`config.mk`:
```
export PLATFORM = sky130hd
export DESIGN_NAME = uart_host_port
export DESIGN_NICKNAME = d
export VERILOG_FILES = /design/src/hw/host_link_pkg.sv /design/src/hw/uart_rx.sv /design/src/hw/uart_tx.sv /design/src/hw/hex_request_parser.sv /design/src/hw/hex_response_writer.sv /design/src/hw/uart_host_port.sv
export SDC_FILE = /design/constraint.sdc
export NUM_CORES = 1
export LEC_CHECK = 0
export ABC_AREA = 1
export ABC_CLOCK_PERIOD_IN_PS = 12000
export BUFFER_PORTS_ARGS = -buffer_cell sky130_fd_sc_hd__buf_4
export CORE_ASPECT_RATIO = 1.2
export CORE_UTILIZATION = 58
export DETAILED_ROUTE_END_ITERATION = 12
export PLACE_DENSITY = 0.8
export SYNTH_ARGS = -nofsm -noshare
export SYNTH_HDL_FRONTEND = slang
export SYNTH_HIERARCHICAL = 1
export SYNTH_SLANG_ARGS = --single-unit
```
`constraint.sdc`:
```
create_clock -name clk -period 12 [get_ports clk]
set_clock_uncertainty 0.1 [all_clocks]
set_input_delay 2.4 -clock clk [delete_from_list [all_inputs] [get_ports clk]]
set_output_delay 2.4 -clock clk [all_outputs]
set_load 0.1 [all_outputs]
```
`src/hw/host_link_pkg.sv`:
```
// shared constants; CLKS_PER_BIT must be at least 2, and the write code must match the bus master
package host_link_pkg;

	// serial timing
	// clocks per bit, kept tiny so simulation stays short
	localparam int unsigned CLKS_PER_BIT = 8;
	// width of the per-bit timers in both UARTs
	localparam int unsigned BIT_TIMER_W = $clog2(CLKS_PER_BIT);
	// last tick of a full bit
	localparam logic [BIT_TIMER_W-1:0] BIT_LAST = BIT_TIMER_W'(CLKS_PER_BIT - 1);
	// last tick of a half bit, used to find the middle of the start bit
	localparam logic [BIT_TIMER_W-1:0] HALF_BIT_LAST = BIT_TIMER_W'(CLKS_PER_BIT / 2 - 1);

	// frame markers
	// 'L' opens a request
	localparam logic [7:0] CHAR_L = 8'h4C;
	// 'S' opens a response
	localparam logic [7:0] CHAR_S = 8'h53;

	// hex digit bounds, upper case only
	localparam logic [7:0] CHAR_0 = 8'h30;
	localparam logic [7:0] CHAR_A = 8'h41;
	localparam logic [7:0] CHAR_F = 8'h46;
	// nibble 10..15 plus this gives 'A'..'F'
	localparam logic [7:0] HEX_LETTER_OFFSET = 8'h37;

	// field widths
	// command, address, data and status
	localparam int unsigned WORD_W = 32;
	// word count, seven hex digits on the wire
	localparam int unsigned COUNT_W = 28;
	// hex digits per 32-bit word
	localparam int unsigned WORD_DIGITS = WORD_W / 4;

	// low 16 bits of the command that mark a write
	localparam logic [15:0] COMMAND_WRITE = 16'h0001;

endpackage

```
`src/hw/uart_rx.sv`:
```
// 8N1 receiver; no parity, a byte with a bad stop bit is dropped silently, no error flag
module uart_rx (
	input  logic       clk,
	input  logic       rst,
	input  logic       rx_line,
	output logic [7:0] rx_byte,
	output logic       rx_strobe
);

	typedef enum logic [1:0] {
		RX_IDLE,
		RX_START,
		RX_DATA,
		RX_STOP
	} rx_state_t;

	rx_state_t state;
	// two flop synchroniser, idles high like the line
	logic [1:0] rx_sync;
	logic       rx_bit;
	logic [host_link_pkg::BIT_TIMER_W-1:0] bit_timer;
	// which data bit comes next, lsb first
	logic [2:0] bit_index;
	logic [7:0] shift_reg;

	always_ff @(posedge clk) begin
		if (rst) begin
			rx_sync <= 2'b11;
		end else begin
			rx_sync <= {rx_sync[0], rx_line};
		end
	end

	assign rx_bit = rx_sync[1];

	always_ff @(posedge clk) begin
		if (rst) begin
			state     <= RX_IDLE;
			bit_timer <= '0;
			bit_index <= '0;
			rx_strobe <= 1'b0;
		end else begin
			// strobe is a single cycle pulse
			rx_strobe <= 1'b0;
			case (state)
				RX_IDLE: begin
					bit_timer <= '0;
					bit_index <= '0;
					// falling edge starts a frame
					if (!rx_bit) begin
						state <= RX_START;
					end
				end
				RX_START: begin
					if (bit_timer == host_link_pkg::HALF_BIT_LAST) begin
						bit_timer <= '0;
						// line back high at mid start bit means a glitch
						state <= rx_bit ? RX_IDLE : RX_DATA;
					end else begin
						bit_timer <= bit_timer + 1'b1;
					end
				end
				RX_DATA: begin
					if (bit_timer == host_link_pkg::BIT_LAST) begin
						bit_timer <= '0;
						// sample at mid bit, shift in from the top
						shift_reg <= {rx_bit, shift_reg[7:1]};
						bit_index <= bit_index + 1'b1;
						if (bit_index == 3'd7) begin
							state <= RX_STOP;
						end
					end else begin
						bit_timer <= bit_timer + 1'b1;
					end
				end
				RX_STOP: begin
					if (bit_timer == host_link_pkg::BIT_LAST) begin
						state <= RX_IDLE;
						// only a clean stop bit hands the byte on
						if (rx_bit) begin
							rx_byte   <= shift_reg;
							rx_strobe <= 1'b1;
						end
					end else begin
						bit_timer <= bit_timer + 1'b1;
					end
				end
				default: begin
					state <= RX_IDLE;
				end
			endcase
		end
	end

endmodule

```
`src/hw/uart_tx.sv`:
```
// 8N1 transmitter; one byte in flight, ready stays low through the whole frame incl. stop bit
module uart_tx (
	input  logic       clk,
	input  logic       rst,
	input  logic [7:0] tx_byte,
	input  logic       tx_valid,
	output logic       tx_ready,
	output logic       tx_line
);

	// high from the transfer until the stop bit has finished
	logic       busy;
	// data bits then the stop bit, start bit goes straight to the line
	logic [8:0] frame;
	// bits still to put on the line after the current one
	logic [3:0] bits_left;
	logic [host_link_pkg::BIT_TIMER_W-1:0] bit_timer;

	assign tx_ready = !busy;

	always_ff @(posedge clk) begin
		if (rst) begin
			busy      <= 1'b0;
			bits_left <= '0;
			bit_timer <= '0;
			tx_line   <= 1'b1;
		end else if (!busy) begin
			bit_timer <= '0;
			tx_line   <= 1'b1;
			if (tx_valid) begin
				// start bit in the cycle after the transfer
				busy      <= 1'b1;
				tx_line   <= 1'b0;
				frame     <= {1'b1, tx_byte};
				bits_left <= 4'd9;
			end
		end else begin
			if (bit_timer == host_link_pkg::BIT_LAST) begin
				bit_timer <= '0;
				if (bits_left == 4'd0) begin
					// stop bit done, line is already high
					busy <= 1'b0;
				end else begin
					tx_line   <= frame[0];
					frame     <= {1'b1, frame[8:1]};
					bits_left <= bits_left - 1'b1;
				end
			end else begin
				bit_timer <= bit_timer + 1'b1;
			end
		end
	end

endmodule

```
`src/hw/hex_request_parser.sv`:
```
// upper-case hex only; holds one word plus one shadow group, a third group while held aborts
module hex_request_parser (
	input  logic                               clk,
	input  logic                               rst,
	input  logic [7:0]                         rx_byte,
	input  logic                               rx_strobe,
	output logic                               req_valid,
	output logic [host_link_pkg::WORD_W-1:0]  req_command,
	output logic [host_link_pkg::WORD_W-1:0]  req_address,
	output logic [host_link_pkg::WORD_W-1:0]  req_data,
	output logic [host_link_pkg::COUNT_W-1:0] req_count,
	input  logic                               req_ready
);

	typedef enum logic [2:0] {
		ST_HUNT,
		ST_COUNT,
		ST_COMMAND,
		ST_ADDRESS,
		ST_DATA
	} parse_state_t;

	parse_state_t state;
	logic [2:0] nibble_cnt;
	// count field, then the remaining count of a write
	logic [host_link_pkg::COUNT_W-1:0] count_left;
	logic [host_link_pkg::WORD_W-1:0]  cmd_shift;
	logic [host_link_pkg::WORD_W-1:0]  addr_shift;
	logic [host_link_pkg::WORD_W-1:0]  data_shift;
	// completed group waiting behind the held word
	logic                              pending;
	logic [host_link_pkg::WORD_W-1:0]  pending_data;
	logic [host_link_pkg::COUNT_W-1:0] pending_count;

	logic       is_digit;
	logic       is_letter;
	logic       is_hex;
	logic [7:0] nibble_byte;
	logic [3:0] nibble;
	logic       is_write;
	logic [host_link_pkg::WORD_W-1:0] group_word;
	logic take;
	logic group_done;
	logic load_pending;
	logic load_group;
	logic store_group;
	logic overrun;

	// character classification
	assign is_digit  = (rx_byte >= host_link_pkg::CHAR_0) &&
		(rx_byte <= host_link_pkg::CHAR_0 + 8'd9);
	assign is_letter = (rx_byte >= host_link_pkg::CHAR_A) &&
		(rx_byte <= host_link_pkg::CHAR_F);
	assign is_hex    = is_digit || is_letter;
	assign nibble_byte = is_letter ? rx_byte - host_link_pkg::HEX_LETTER_OFFSET :
		rx_byte - host_link_pkg::CHAR_0;
	assign nibble = nibble_byte[3:0];

	assign is_write   = (cmd_shift[15:0] == host_link_pkg::COMMAND_WRITE);
	assign group_word = {data_shift[host_link_pkg::WORD_W-5:0], nibble};

	// handover decisions
	assign take         = req_valid && req_ready;
	assign group_done   = rx_strobe && is_hex && (state == ST_DATA) && (nibble_cnt == 3'd7);
	assign load_pending = take && pending;
	// output slot free, either empty or emptied this cycle with nothing queued
	assign load_group   = group_done && (!req_valid || (take && !pending));
	assign store_group  = group_done && !load_group && (!pending || take);
	assign overrun      = group_done && !load_group && !store_group;

	always_ff @(posedge clk) begin
		if (rst) begin
			state      <= ST_HUNT;
			nibble_cnt <= '0;
			count_left <= '0;
			req_valid  <= 1'b0;
			pending    <= 1'b0;
		end else begin
			req_valid <= load_group || load_pending || (req_valid && !take);
			pending   <= store_group || (pending && !take);

			if (rx_strobe) begin
				if (state != ST_HUNT && !is_hex) begin
					// bad character kills the frame
					state <= ST_HUNT;
				end else begin
					case (state)
						ST_HUNT: begin
							nibble_cnt <= '0;
							if (rx_byte == host_link_pkg::CHAR_L) begin
								state <= ST_COUNT;
							end
						end
						ST_COUNT: begin
							count_left <= {count_left[host_link_pkg::COUNT_W-5:0], nibble};
							if (nibble_cnt == 3'd6) begin
								nibble_cnt <= '0;
								state      <= ST_COMMAND;
							end else begin
								nibble_cnt <= nibble_cnt + 1'b1;
							end
						end
						ST_COMMAND: begin
							// 3 bit counter wraps to 0 after the eighth digit
							nibble_cnt <= nibble_cnt + 1'b1;
							if (nibble_cnt == 3'd7) begin
								state <= ST_ADDRESS;
							end
						end
						ST_ADDRESS: begin
							nibble_cnt <= nibble_cnt + 1'b1;
							if (nibble_cnt == 3'd7) begin
								state <= ST_DATA;
							end
						end
						ST_DATA: begin
							nibble_cnt <= nibble_cnt + 1'b1;
							if (group_done) begin
								if (overrun) begin
									state <= ST_HUNT;
								end else if (is_write && count_left != '0) begin
									// another data group follows
									count_left <= count_left - 1'b1;
								end else begin
									state <= ST_HUNT;
								end
							end
						end
						default: begin
							state <= ST_HUNT;
						end
					endcase
				end
			end
		end
	end

	// field shifters and the presented word
	always_ff @(posedge clk) begin
		if (rx_strobe && is_hex && state == ST_COMMAND) begin
			cmd_shift <= {cmd_shift[host_link_pkg::WORD_W-5:0], nibble};
		end
		if (rx_strobe && is_hex && state == ST_ADDRESS) begin
			addr_shift <= {addr_shift[host_link_pkg::WORD_W-5:0], nibble};
		end
		if (rx_strobe && is_hex && state == ST_DATA) begin
			data_shift <= group_word;
		end
		// command and address stay put until the next frame's command field
		if (load_group || load_pending) begin
			req_command <= cmd_shift;
			req_address <= addr_shift;
		end
		if (load_group) begin
			req_data  <= group_word;
			req_count <= count_left;
		end else if (load_pending) begin
			req_data  <= pending_data;
			req_count <= pending_count;
		end
		if (store_group) begin
			pending_data  <= group_word;
			pending_count <= count_left;
		end
	end

endmodule

```
`src/hw/hex_response_writer.sv`:
```
// emits S plus upper-case hex, msb nibble first; rsp_count is taken from the first word only
module hex_response_writer (
	input  logic                               clk,
	input  logic                               rst,
	input  logic                               rsp_valid,
	output logic                               rsp_ready,
	input  logic [host_link_pkg::WORD_W-1:0]  rsp_status,
	input  logic [host_link_pkg::WORD_W-1:0]  rsp_address,
	input  logic [host_link_pkg::WORD_W-1:0]  rsp_data,
	input  logic [host_link_pkg::COUNT_W-1:0] rsp_count,
	output logic [7:0]                         tx_byte,
	output logic                               tx_valid,
	input  logic                               tx_ready
);

	typedef enum logic [1:0] {
		W_IDLE,
		W_SEND,
		W_NEXT
	} write_state_t;

	write_state_t state;
	// status, address, data; the next digit always sits in the top nibble
	logic [3*host_link_pkg::WORD_W-1:0] hdr_shift;
	// digits of the current group not yet put on tx_byte
	logic [4:0] digits_left;
	// extra data words still to accept
	logic [host_link_pkg::COUNT_W-1:0] count_left;
	logic slot_free;
	logic rsp_take;

	function automatic logic [7:0] hex_char(input logic [3:0] value);
		logic [7:0] wide;
		wide = {4'h0, value};
		if (value < 4'd10) begin
			return host_link_pkg::CHAR_0 + wide;
		end
		return host_link_pkg::HEX_LETTER_OFFSET + wide;
	endfunction

	// tx_byte may be replaced when empty or taken this cycle
	assign slot_free = !tx_valid || tx_ready;
	assign rsp_take  = rsp_valid && rsp_ready;

	always_ff @(posedge clk) begin
		if (rst) begin
			state       <= W_IDLE;
			digits_left <= '0;
			count_left  <= '0;
			tx_valid    <= 1'b0;
			rsp_ready   <= 1'b0;
		end else begin
			case (state)
				W_IDLE: begin
					rsp_ready <= 1'b1;
					if (rsp_take) begin
						// header goes out as one 24 digit run after the marker
						hdr_shift   <= {rsp_status, rsp_address, rsp_data};
						count_left  <= rsp_count;
						digits_left <= 5'(3 * host_link_pkg::WORD_DIGITS);
						tx_byte     <= host_link_pkg::CHAR_S;
						tx_valid    <= 1'b1;
						rsp_ready   <= 1'b0;
						state       <= W_SEND;
					end
				end
				W_SEND: begin
					if (slot_free) begin
						if (digits_left != 5'd0) begin
							tx_byte     <= hex_char(hdr_shift[3*host_link_pkg::WORD_W-1 -: 4]);
							tx_valid    <= 1'b1;
							hdr_shift   <= hdr_shift << 4;
							digits_left <= digits_left - 1'b1;
						end else begin
							// last character handed over
							tx_valid  <= 1'b0;
							rsp_ready <= 1'b1;
							state     <= (count_left != '0) ? W_NEXT : W_IDLE;
						end
					end
				end
				W_NEXT: begin
					if (rsp_take) begin
						// only the data of follow-on words is sent
						hdr_shift[3*host_link_pkg::WORD_W-1 -: host_link_pkg::WORD_W] <= rsp_data;
						digits_left <= 5'(host_link_pkg::WORD_DIGITS);
						count_left  <= count_left - 1'b1;
						rsp_ready   <= 1'b0;
						state       <= W_SEND;
					end
				end
				default: begin
					state <= W_IDLE;
				end
			endcase
		end
	end

endmodule

```
`src/hw/uart_host_port.sv`:
```
// host port top; bus master is external, both serial lines idle high, no flow control
module uart_host_port (
	input  logic                               clk,
	input  logic                               rst,
	// serial lines
	input  logic                               rx_line,
	output logic                               tx_line,
	// request side, toward the bus master
	output logic                               req_valid,
	input  logic                               req_ready,
	output logic [host_link_pkg::WORD_W-1:0]  req_command,
	output logic [host_link_pkg::WORD_W-1:0]  req_address,
	output logic [host_link_pkg::WORD_W-1:0]  req_data,
	output logic [host_link_pkg::COUNT_W-1:0] req_count,
	// response side, from the bus master
	input  logic                               rsp_valid,
	output logic                               rsp_ready,
	input  logic [host_link_pkg::WORD_W-1:0]  rsp_status,
	input  logic [host_link_pkg::WORD_W-1:0]  rsp_address,
	input  logic [host_link_pkg::WORD_W-1:0]  rsp_data,
	input  logic [host_link_pkg::COUNT_W-1:0] rsp_count
);

	// receive path
	logic [7:0] rx_byte;
	logic       rx_strobe;
	// transmit path
	logic [7:0] tx_byte;
	logic       tx_valid;
	logic       tx_ready;

	uart_rx u_uart_rx (
		.clk       (clk),
		.rst       (rst),
		.rx_line   (rx_line),
		.rx_byte   (rx_byte),
		.rx_strobe (rx_strobe)
	);

	// input handler
	hex_request_parser u_parser (
		.clk         (clk),
		.rst         (rst),
		.rx_byte     (rx_byte),
		.rx_strobe   (rx_strobe),
		.req_valid   (req_valid),
		.req_command (req_command),
		.req_address (req_address),
		.req_data    (req_data),
		.req_count   (req_count),
		.req_ready   (req_ready)
	);

	// output handler
	hex_response_writer u_writer (
		.clk         (clk),
		.rst         (rst),
		.rsp_valid   (rsp_valid),
		.rsp_ready   (rsp_ready),
		.rsp_status  (rsp_status),
		.rsp_address (rsp_address),
		.rsp_data    (rsp_data),
		.rsp_count   (rsp_count),
		.tx_byte     (tx_byte),
		.tx_valid    (tx_valid),
		.tx_ready    (tx_ready)
	);

	uart_tx u_uart_tx (
		.clk      (clk),
		.rst      (rst),
		.tx_byte  (tx_byte),
		.tx_valid (tx_valid),
		.tx_ready (tx_ready),
		.tx_line  (tx_line)
	);

endmodule

```
# ---- After elaboration in Yosys (flattened, before gate mapping)
# Cells that the tools add are included.
# W data, S select, Z words.
dict set report totals {
  register_bits 498
  in_bits 129
  out_inout_bits 127
}
dict set report op_classes {
  addsub 12
  n_lt_le_gt_ge 5
  eq_ne 40
  n_mux 89
  n_bitwise 5
  reduce_logical 71
}
# op count
set ops {}
lappend ops {{$mux W96} 3}
lappend ops {{$mux W28} 7}
lappend ops {{$pmux W64 S2} 1}
lappend ops {{$pmux W28 S2} 2}
lappend ops {{$mux W32} 3}
lappend ops {{$pmux W32 S3} 1}
lappend ops {{$reduce_bool A28 Y1} 2}
lappend ops {{$sub A28 B1 Y28 const B} 2}
lappend ops {{$mux W8} 5}
lappend ops {{$mux W3} 13}
lappend ops {{$mux W9} 4}
lappend ops {{$mux W1} 21}
lappend ops {{$mux W2} 10}
lappend ops {{$mux W4} 5}
lappend ops {{$mux W5} 4}
lappend ops {{$ne A2 B1 Y1 const B} 10}
lappend ops {{$logic_and A1 B1 Y1} 19}
lappend ops {{$eq A3 B3 Y1 const B} 6}
lappend ops {{$reduce_and A3 Y1} 6}
lappend ops {{$eq A16 B1 Y1 const B} 1}
lappend ops {{$pmux W8 S2} 1}
lappend ops {{$pmux W3 S5} 1}
lappend ops {{$pmux W5 S3} 1}
lappend ops {{$reduce_and A5 Y1} 3}
lappend ops {{41 further kinds} 91}

# ---- Depth between registers and ports, before layout
dict set report logic_depth {
  word_depth 16
  ltp_mapped 16
  depth_no_buf 16
}

# ---- Hierarchy
# Netlist, hierarchy kept.
# mod n_inst cells_each area_each_um2 seq_area_each_um2
set by_module_without_submodules {}
lappend by_module_without_submodules {hex_request_parser 1 882 11742.5 9008.6}
lappend by_module_without_submodules {hex_response_writer 1 877 7210.7 3833.7}
lappend by_module_without_submodules {uart_rx 1 87 1047.3 700.7}
lappend by_module_without_submodules {uart_tx 1 96 820.8 420.4}

# ---- Worst setup path before layout
# OpenSTA, ideal clock, no wires.
dict set report synth_timing {
  kind {input to register}
  from {input rst}
  to {register u_writer/hdr_shift[0] (netlist name) (enable)}
  arrival_ns 9.456
  path_slack_ns 1.769
  stages 2
  path_cell_list {buf_2 -> nor4_1}
}
dict set report synth_via {
  elab_chain_cells 2
}
# item line_no
set synth_rtl {}
lappend synth_rtl {{start, declared} uart_host_port.sv:4} ;# input logic rst,
lappend synth_rtl {{$not A1 Y1 (no line)} --}
lappend synth_rtl {{$reduce_and A5 Y1 (no line)} --}
lappend synth_rtl {{end signal, assigned} hex_response_writer.sv:58} ;# hdr_shift <= {rsp_status, rsp_address, rsp_data};
lappend synth_rtl {{end signal, assigned} hex_response_writer.sv:72} ;# hdr_shift <= hdr_shift << 4;
lappend synth_rtl {{end signal, assigned by index} hex_response_writer.sv:85} ;# hdr_shift[3*host_link_pkg::WORD_W-1 -: host_link_pkg::WORD_W] <= rsp_data;
lappend synth_rtl {{end, declared} hex_response_writer.sv:24} ;# logic [3*host_link_pkg::WORD_W-1:0] hdr_shift;
# Every way passes these cells.
# A chain may end at the register's enable or synchronous reset.

# ---- Worst setup path after layout
dict set report layout_timing {
  from {input req_ready}
  to {register u_parser/req_command[9] (netlist name) (enable)}
}
dict set report layout_via {
  elab_chain_cells 5
  word_cells_on_any_way 6
  cone_classes {reduce/logical (6)}
}
# item line_no
set layout_rtl {}
lappend layout_rtl {{start, declared} uart_host_port.sv:10} ;# input logic req_ready,
lappend layout_rtl {{$logic_and A1 B1 Y1 (*)} hex_request_parser.sv:63} ;# assign take = req_valid && req_ready;
lappend layout_rtl {{$logic_and A1 B1 Y1} hex_request_parser.sv:67} ;# assign load_group = group_done && (!req_valid || (take && !pending));
lappend layout_rtl {{$logic_or A1 B1 Y1} hex_request_parser.sv:67}
lappend layout_rtl {{$logic_and A1 B1 Y1} hex_request_parser.sv:67}
lappend layout_rtl {{$logic_or A1 B1 Y1 (*)} hex_request_parser.sv:150} ;# if (load_group || load_pending) begin
lappend layout_rtl {{end signal, assigned} hex_request_parser.sv:151} ;# req_command <= cmd_shift;
lappend layout_rtl {{end, declared} hex_request_parser.sv:8} ;# output logic [host_link_pkg::WORD_W-1:0] req_command,
# Mark *: on every way between the ends. The rest lies on a longest branch, timed or not.

==> flow_summary_export.csv <==
group,metric,value,unit
outcome,outcome,"finished, final reports clean",
detailed_routing,routed_wire_length_per_instance,15.8,um
logic_synthesis,synth_compound_gate_area_share,7.95,%
worst_setup_path,worst-setup-path-type,"in -> reg",
clock_tree,cts_sink_count,496,
layout,num-fill-cells,2444,
worst_setup_path,worst_setup_path_start_kind,"input port",
logic_synthesis,seq_area_frac_synth,67.1,%
flow_run,max-cap-violations,0,
logic_synthesis,main_combinational_cell_family_by_area_after_synthesis,"simple AND/OR/NAND/NOR gates",
floorplanning,core_area,35200,um^2
detailed_routing,routed_via_density,5.40,
logic_synthesis,post_synth_instance_area,20800,um^2
clock_tree,tritoncts,"built",
floorplanning,dieArea,36700,um^2
timing,max_slew_violations,0,
worst_setup_path,critical-path-max-stage-delay,0.83,ns
floorplanning,die_span_x,175,um
grt,grt_first_pass_wirelength,68400,um
clock_tree,cts_inserted_buffers,46,
detailed_routing,postRouteWirelength,42600,um
timing,worst_slew_margin_rel,23.5,%
detailed_routing,route.antenna.remaining_nets,0,
timing,fin_setup_tns,0,ns
layout,final_nets,2344,
floorplanning,initial_utilization,59.2,%
logic_synthesis,synth_simple_gate_area_share,17.7,%
worst_setup_path,critPathBufInv,4,
clock_tree,clk-insertion-delay-late,0.56,ns
timing,timing_worst_slew_pin_value,1.15,ns
grt,antenna_found_initial,0,
layout,post_route_cells_drive_above_1_share,18.8,%
logic_synthesis,syn-instance-count,1942,
placed_design,numPortBuffers,255,
logic_synthesis,synthesis.nets,2098,
clock_tree,cts-resized-gates,0,
layout,layout.core_utilization,69.9,%
detailed_routing,route.vias.total,14500,
detailed_routing,drcViolationCount,0,
logic_synthesis,synth.largest_area_cell,"edfxtp_1",
clock_tree,cts.repair_timing.setup_buffer_count,0,
worst_setup_path,critPathRequiredTime,12.07,ns
logic_synthesis,ys_seq_elements,496,
layout,largest-register,"u_writer/hdr_shift",
layout,finalInstanceArea,24600,um^2
clock_tree,clkSlewWorstSetupHoldPaths,0.06,ns
clock_tree,clock_path_buffers,3,
worst_setup_path,critPathSlowestCell,"buf_4",
logic_synthesis,ys_top_cells_by_area,"edfxtp_1 (58%), nand2_1 (10%), dfxtp_1 (8.9%)",
logic_synthesis,number_of_flops_mapped_to_enable_cells_by_yosys,403,
logic_synthesis,synthDominantCellAreaShare,58.1,%
grt,grt_max_degree,102,
grt,via_count_of_the_first_global_routing_pass,14300,
detailed_routing,drt_pass1_iterations,5,
floorplanning,design.portCount,256,
layout,area_growth,18.1,%
power_and_ir_drop,p_leak,0.00973,uW
clock_tree,postCtsHoldBufs,0,
timing,post_route_clock_period_utilization,40.8,%
timing,post-route-min-period,4.89,ns
worst_setup_path,critical_path_peak_fanout,76,
placed_design,dpl_cell_area,23100,um^2
logic_synthesis,synth_area_per_cell,10.7,um^2
logic_synthesis,post_synth_xor_area_fraction,0.799,%
clock_tree,ctsRootBufferMaster,"clkbuf_16",
floorplanning,placementRows,75,
clock_tree,cts-htree-levels,2,
logic_synthesis,ys_async_sr_fraction,0,%
logic_synthesis,synth.area.mux_share,0,%
worst_setup_path,cpMostUsedCell,"buf_4",
timing,rsz0062_at_grt,"no",
logic_synthesis,ys_types,51,
detailed_routing,detail_route.iter0.violations,1120,
placed_design,globalplace.congestion,0.913,
timing,finalHoldViolations,0,
min_path,hp-class,"reg -> reg",
worst_setup_path,worst_ep_arrival_time,4.97,ns
power_and_ir_drop,power_density,160,nW/um^2
power_and_ir_drop,max-vdd-ir-drop,0.127,mV
grt,grt-ovfl-total,0,
layout,flip_flop_count_of_the_largest_register_all_copies_and_words_added,96,
worst_setup_path,critPathTopFamily,"buffers and inverters",
logic_synthesis,synthAdderAreaFrac,1.62,%
timing,final-setup-viol-count,0,
worst_setup_path,timing.critical_path.cells,"buf_4 > nand2_1 > o21ai_0 > inv_1 > nor2_8 > inv_2 > nand2_4 > buf_4",
grt,total_grt_usage,23.1,%
logic_synthesis,ys_dominant_reg_cell,"edfxtp_1",
floorplanning,chipHeight,210,um
logic_synthesis,ys_warn_count,6,
timing,fmax,204,MHz
layout,antenna_cells_inserted,0,
worst_setup_path,timing.critical_path.to_type,"flip-flop",
worst_setup_path,rrSetupSlack,7.75,ns
placed_design,dp_hpwl,27700,um
-- logic make-up after synthesis --
logic type,Yosys count
buf+inv,240
xor+xnor,19
other cells,1
simple gates,866
fa+ha+maj,27
compound gates,293
flops,496
-- report_power, final --
| group | internal (uW) | switching, uW | leakage [uW] |
|---|---|---|---|
| sequential | 1950 | 43.2 | 0.00441 |
| clock | 835 | 624 | 0.000740 |
| combinational | 162 | 325 | 0.00459 |
| total | 2950 | 993 | 0.00973 |
-- cell type report --
cell class | instances | area [um^2] | area share, %
timing repair buffer | 268 | 2010 | 8.18
clock buffer | 51 | 1200 | 4.88
inverter | 170 | 641 | 2.61
clock inverter | 34 | 320 | 1.30
sequential | 496 | 14000 | 56.8
tap | 462 | 578 | 2.35
multi-input combinational | 1206 | 5870 | 23.9
-- stage by stage --
stage	setup WS [ns]	power, uW	cells	hold WS [ns]
global route	6.85	4090	2687	0.325
global placement	6.62	2490	2602	0.296
CTS	7.08	3970	2687	0.314
finish	7.11	3940	2687	0.310
floorplan	1.77	2390	1942	0.289
detailed placement	6.52	2510	2602	0.299
-- cells in the final DEF (no fill, tap or decap), types with 16 or more instances in the layout --
cell type  Yosys  final
nand4_1       21     21
edfxtp_1     403    403
o21ai_1       40     40
xor2_1        17     17
nand2_1      564    563
nor2_1       149    145
a21oi_1       77     77
ha_1          27     26
nand3_1       60     60
nor2_2        13     16
o21ai_0      105    105
inv_1        154    154
o211ai_1      36     36
clkbuf_16      0     47
buf_4          5    268
dfxtp_1       93     93
-- cells in the mapped netlist, types with 3 or more instances --
master	number
ha_1	27
buf_4	5
nand2_2	9
nor3_1	12
nor2_2	13
inv_2	13
a31oi_1	4
nand3_2	6
buf_1	6
a22oi_1	3
nor2_4	10
nand4_1	21
or2_2	3
nand2_1	564
edfxtp_1	403
o211ai_1	36
buf_2	21
xor2_1	17
nor4_1	5
a21oi_2	11
buf_6	9
o21ai_1	40
o21ai_0	105
a21oi_1	77
a211oi_1	4
o21bai_1	5
clkbuf_1	29
dfxtp_1	93
nor2_1	149
inv_1	154
nand3_1	60
-- layer usage --
layer	global-route usage (%)	share of wire (%)	wire length [um]	vias to the layer above
met4	7.74	2.5	1050	0
met3	3.99	6.4	2720	81
li1	-	-	-	7086
met2	41.8	52	22100	549
met5	0	0	0	-
met1	27.8	39	16700	6804
-- path summary, 6_finish.rpt --
path,end,cells past startpoint,startpoint
max,u_parser/req_command[9]$_DFFE_PP_,8,req_ready
min reg2reg,u_uart_rx/rx_sync[1]$_SDFF_PP1_,1,u_uart_rx/rx_sync[0]$_SDFF_PP1_
max reg2reg,u_parser/req_command[9]$_DFFE_PP_,11,u_parser/state[1]$_SDFFE_PP0P_
min,u_uart_rx/rx_sync[1]$_SDFF_PP1_,1,u_uart_rx/rx_sync[0]$_SDFF_PP1_
(Power assumes the default switching activity.)
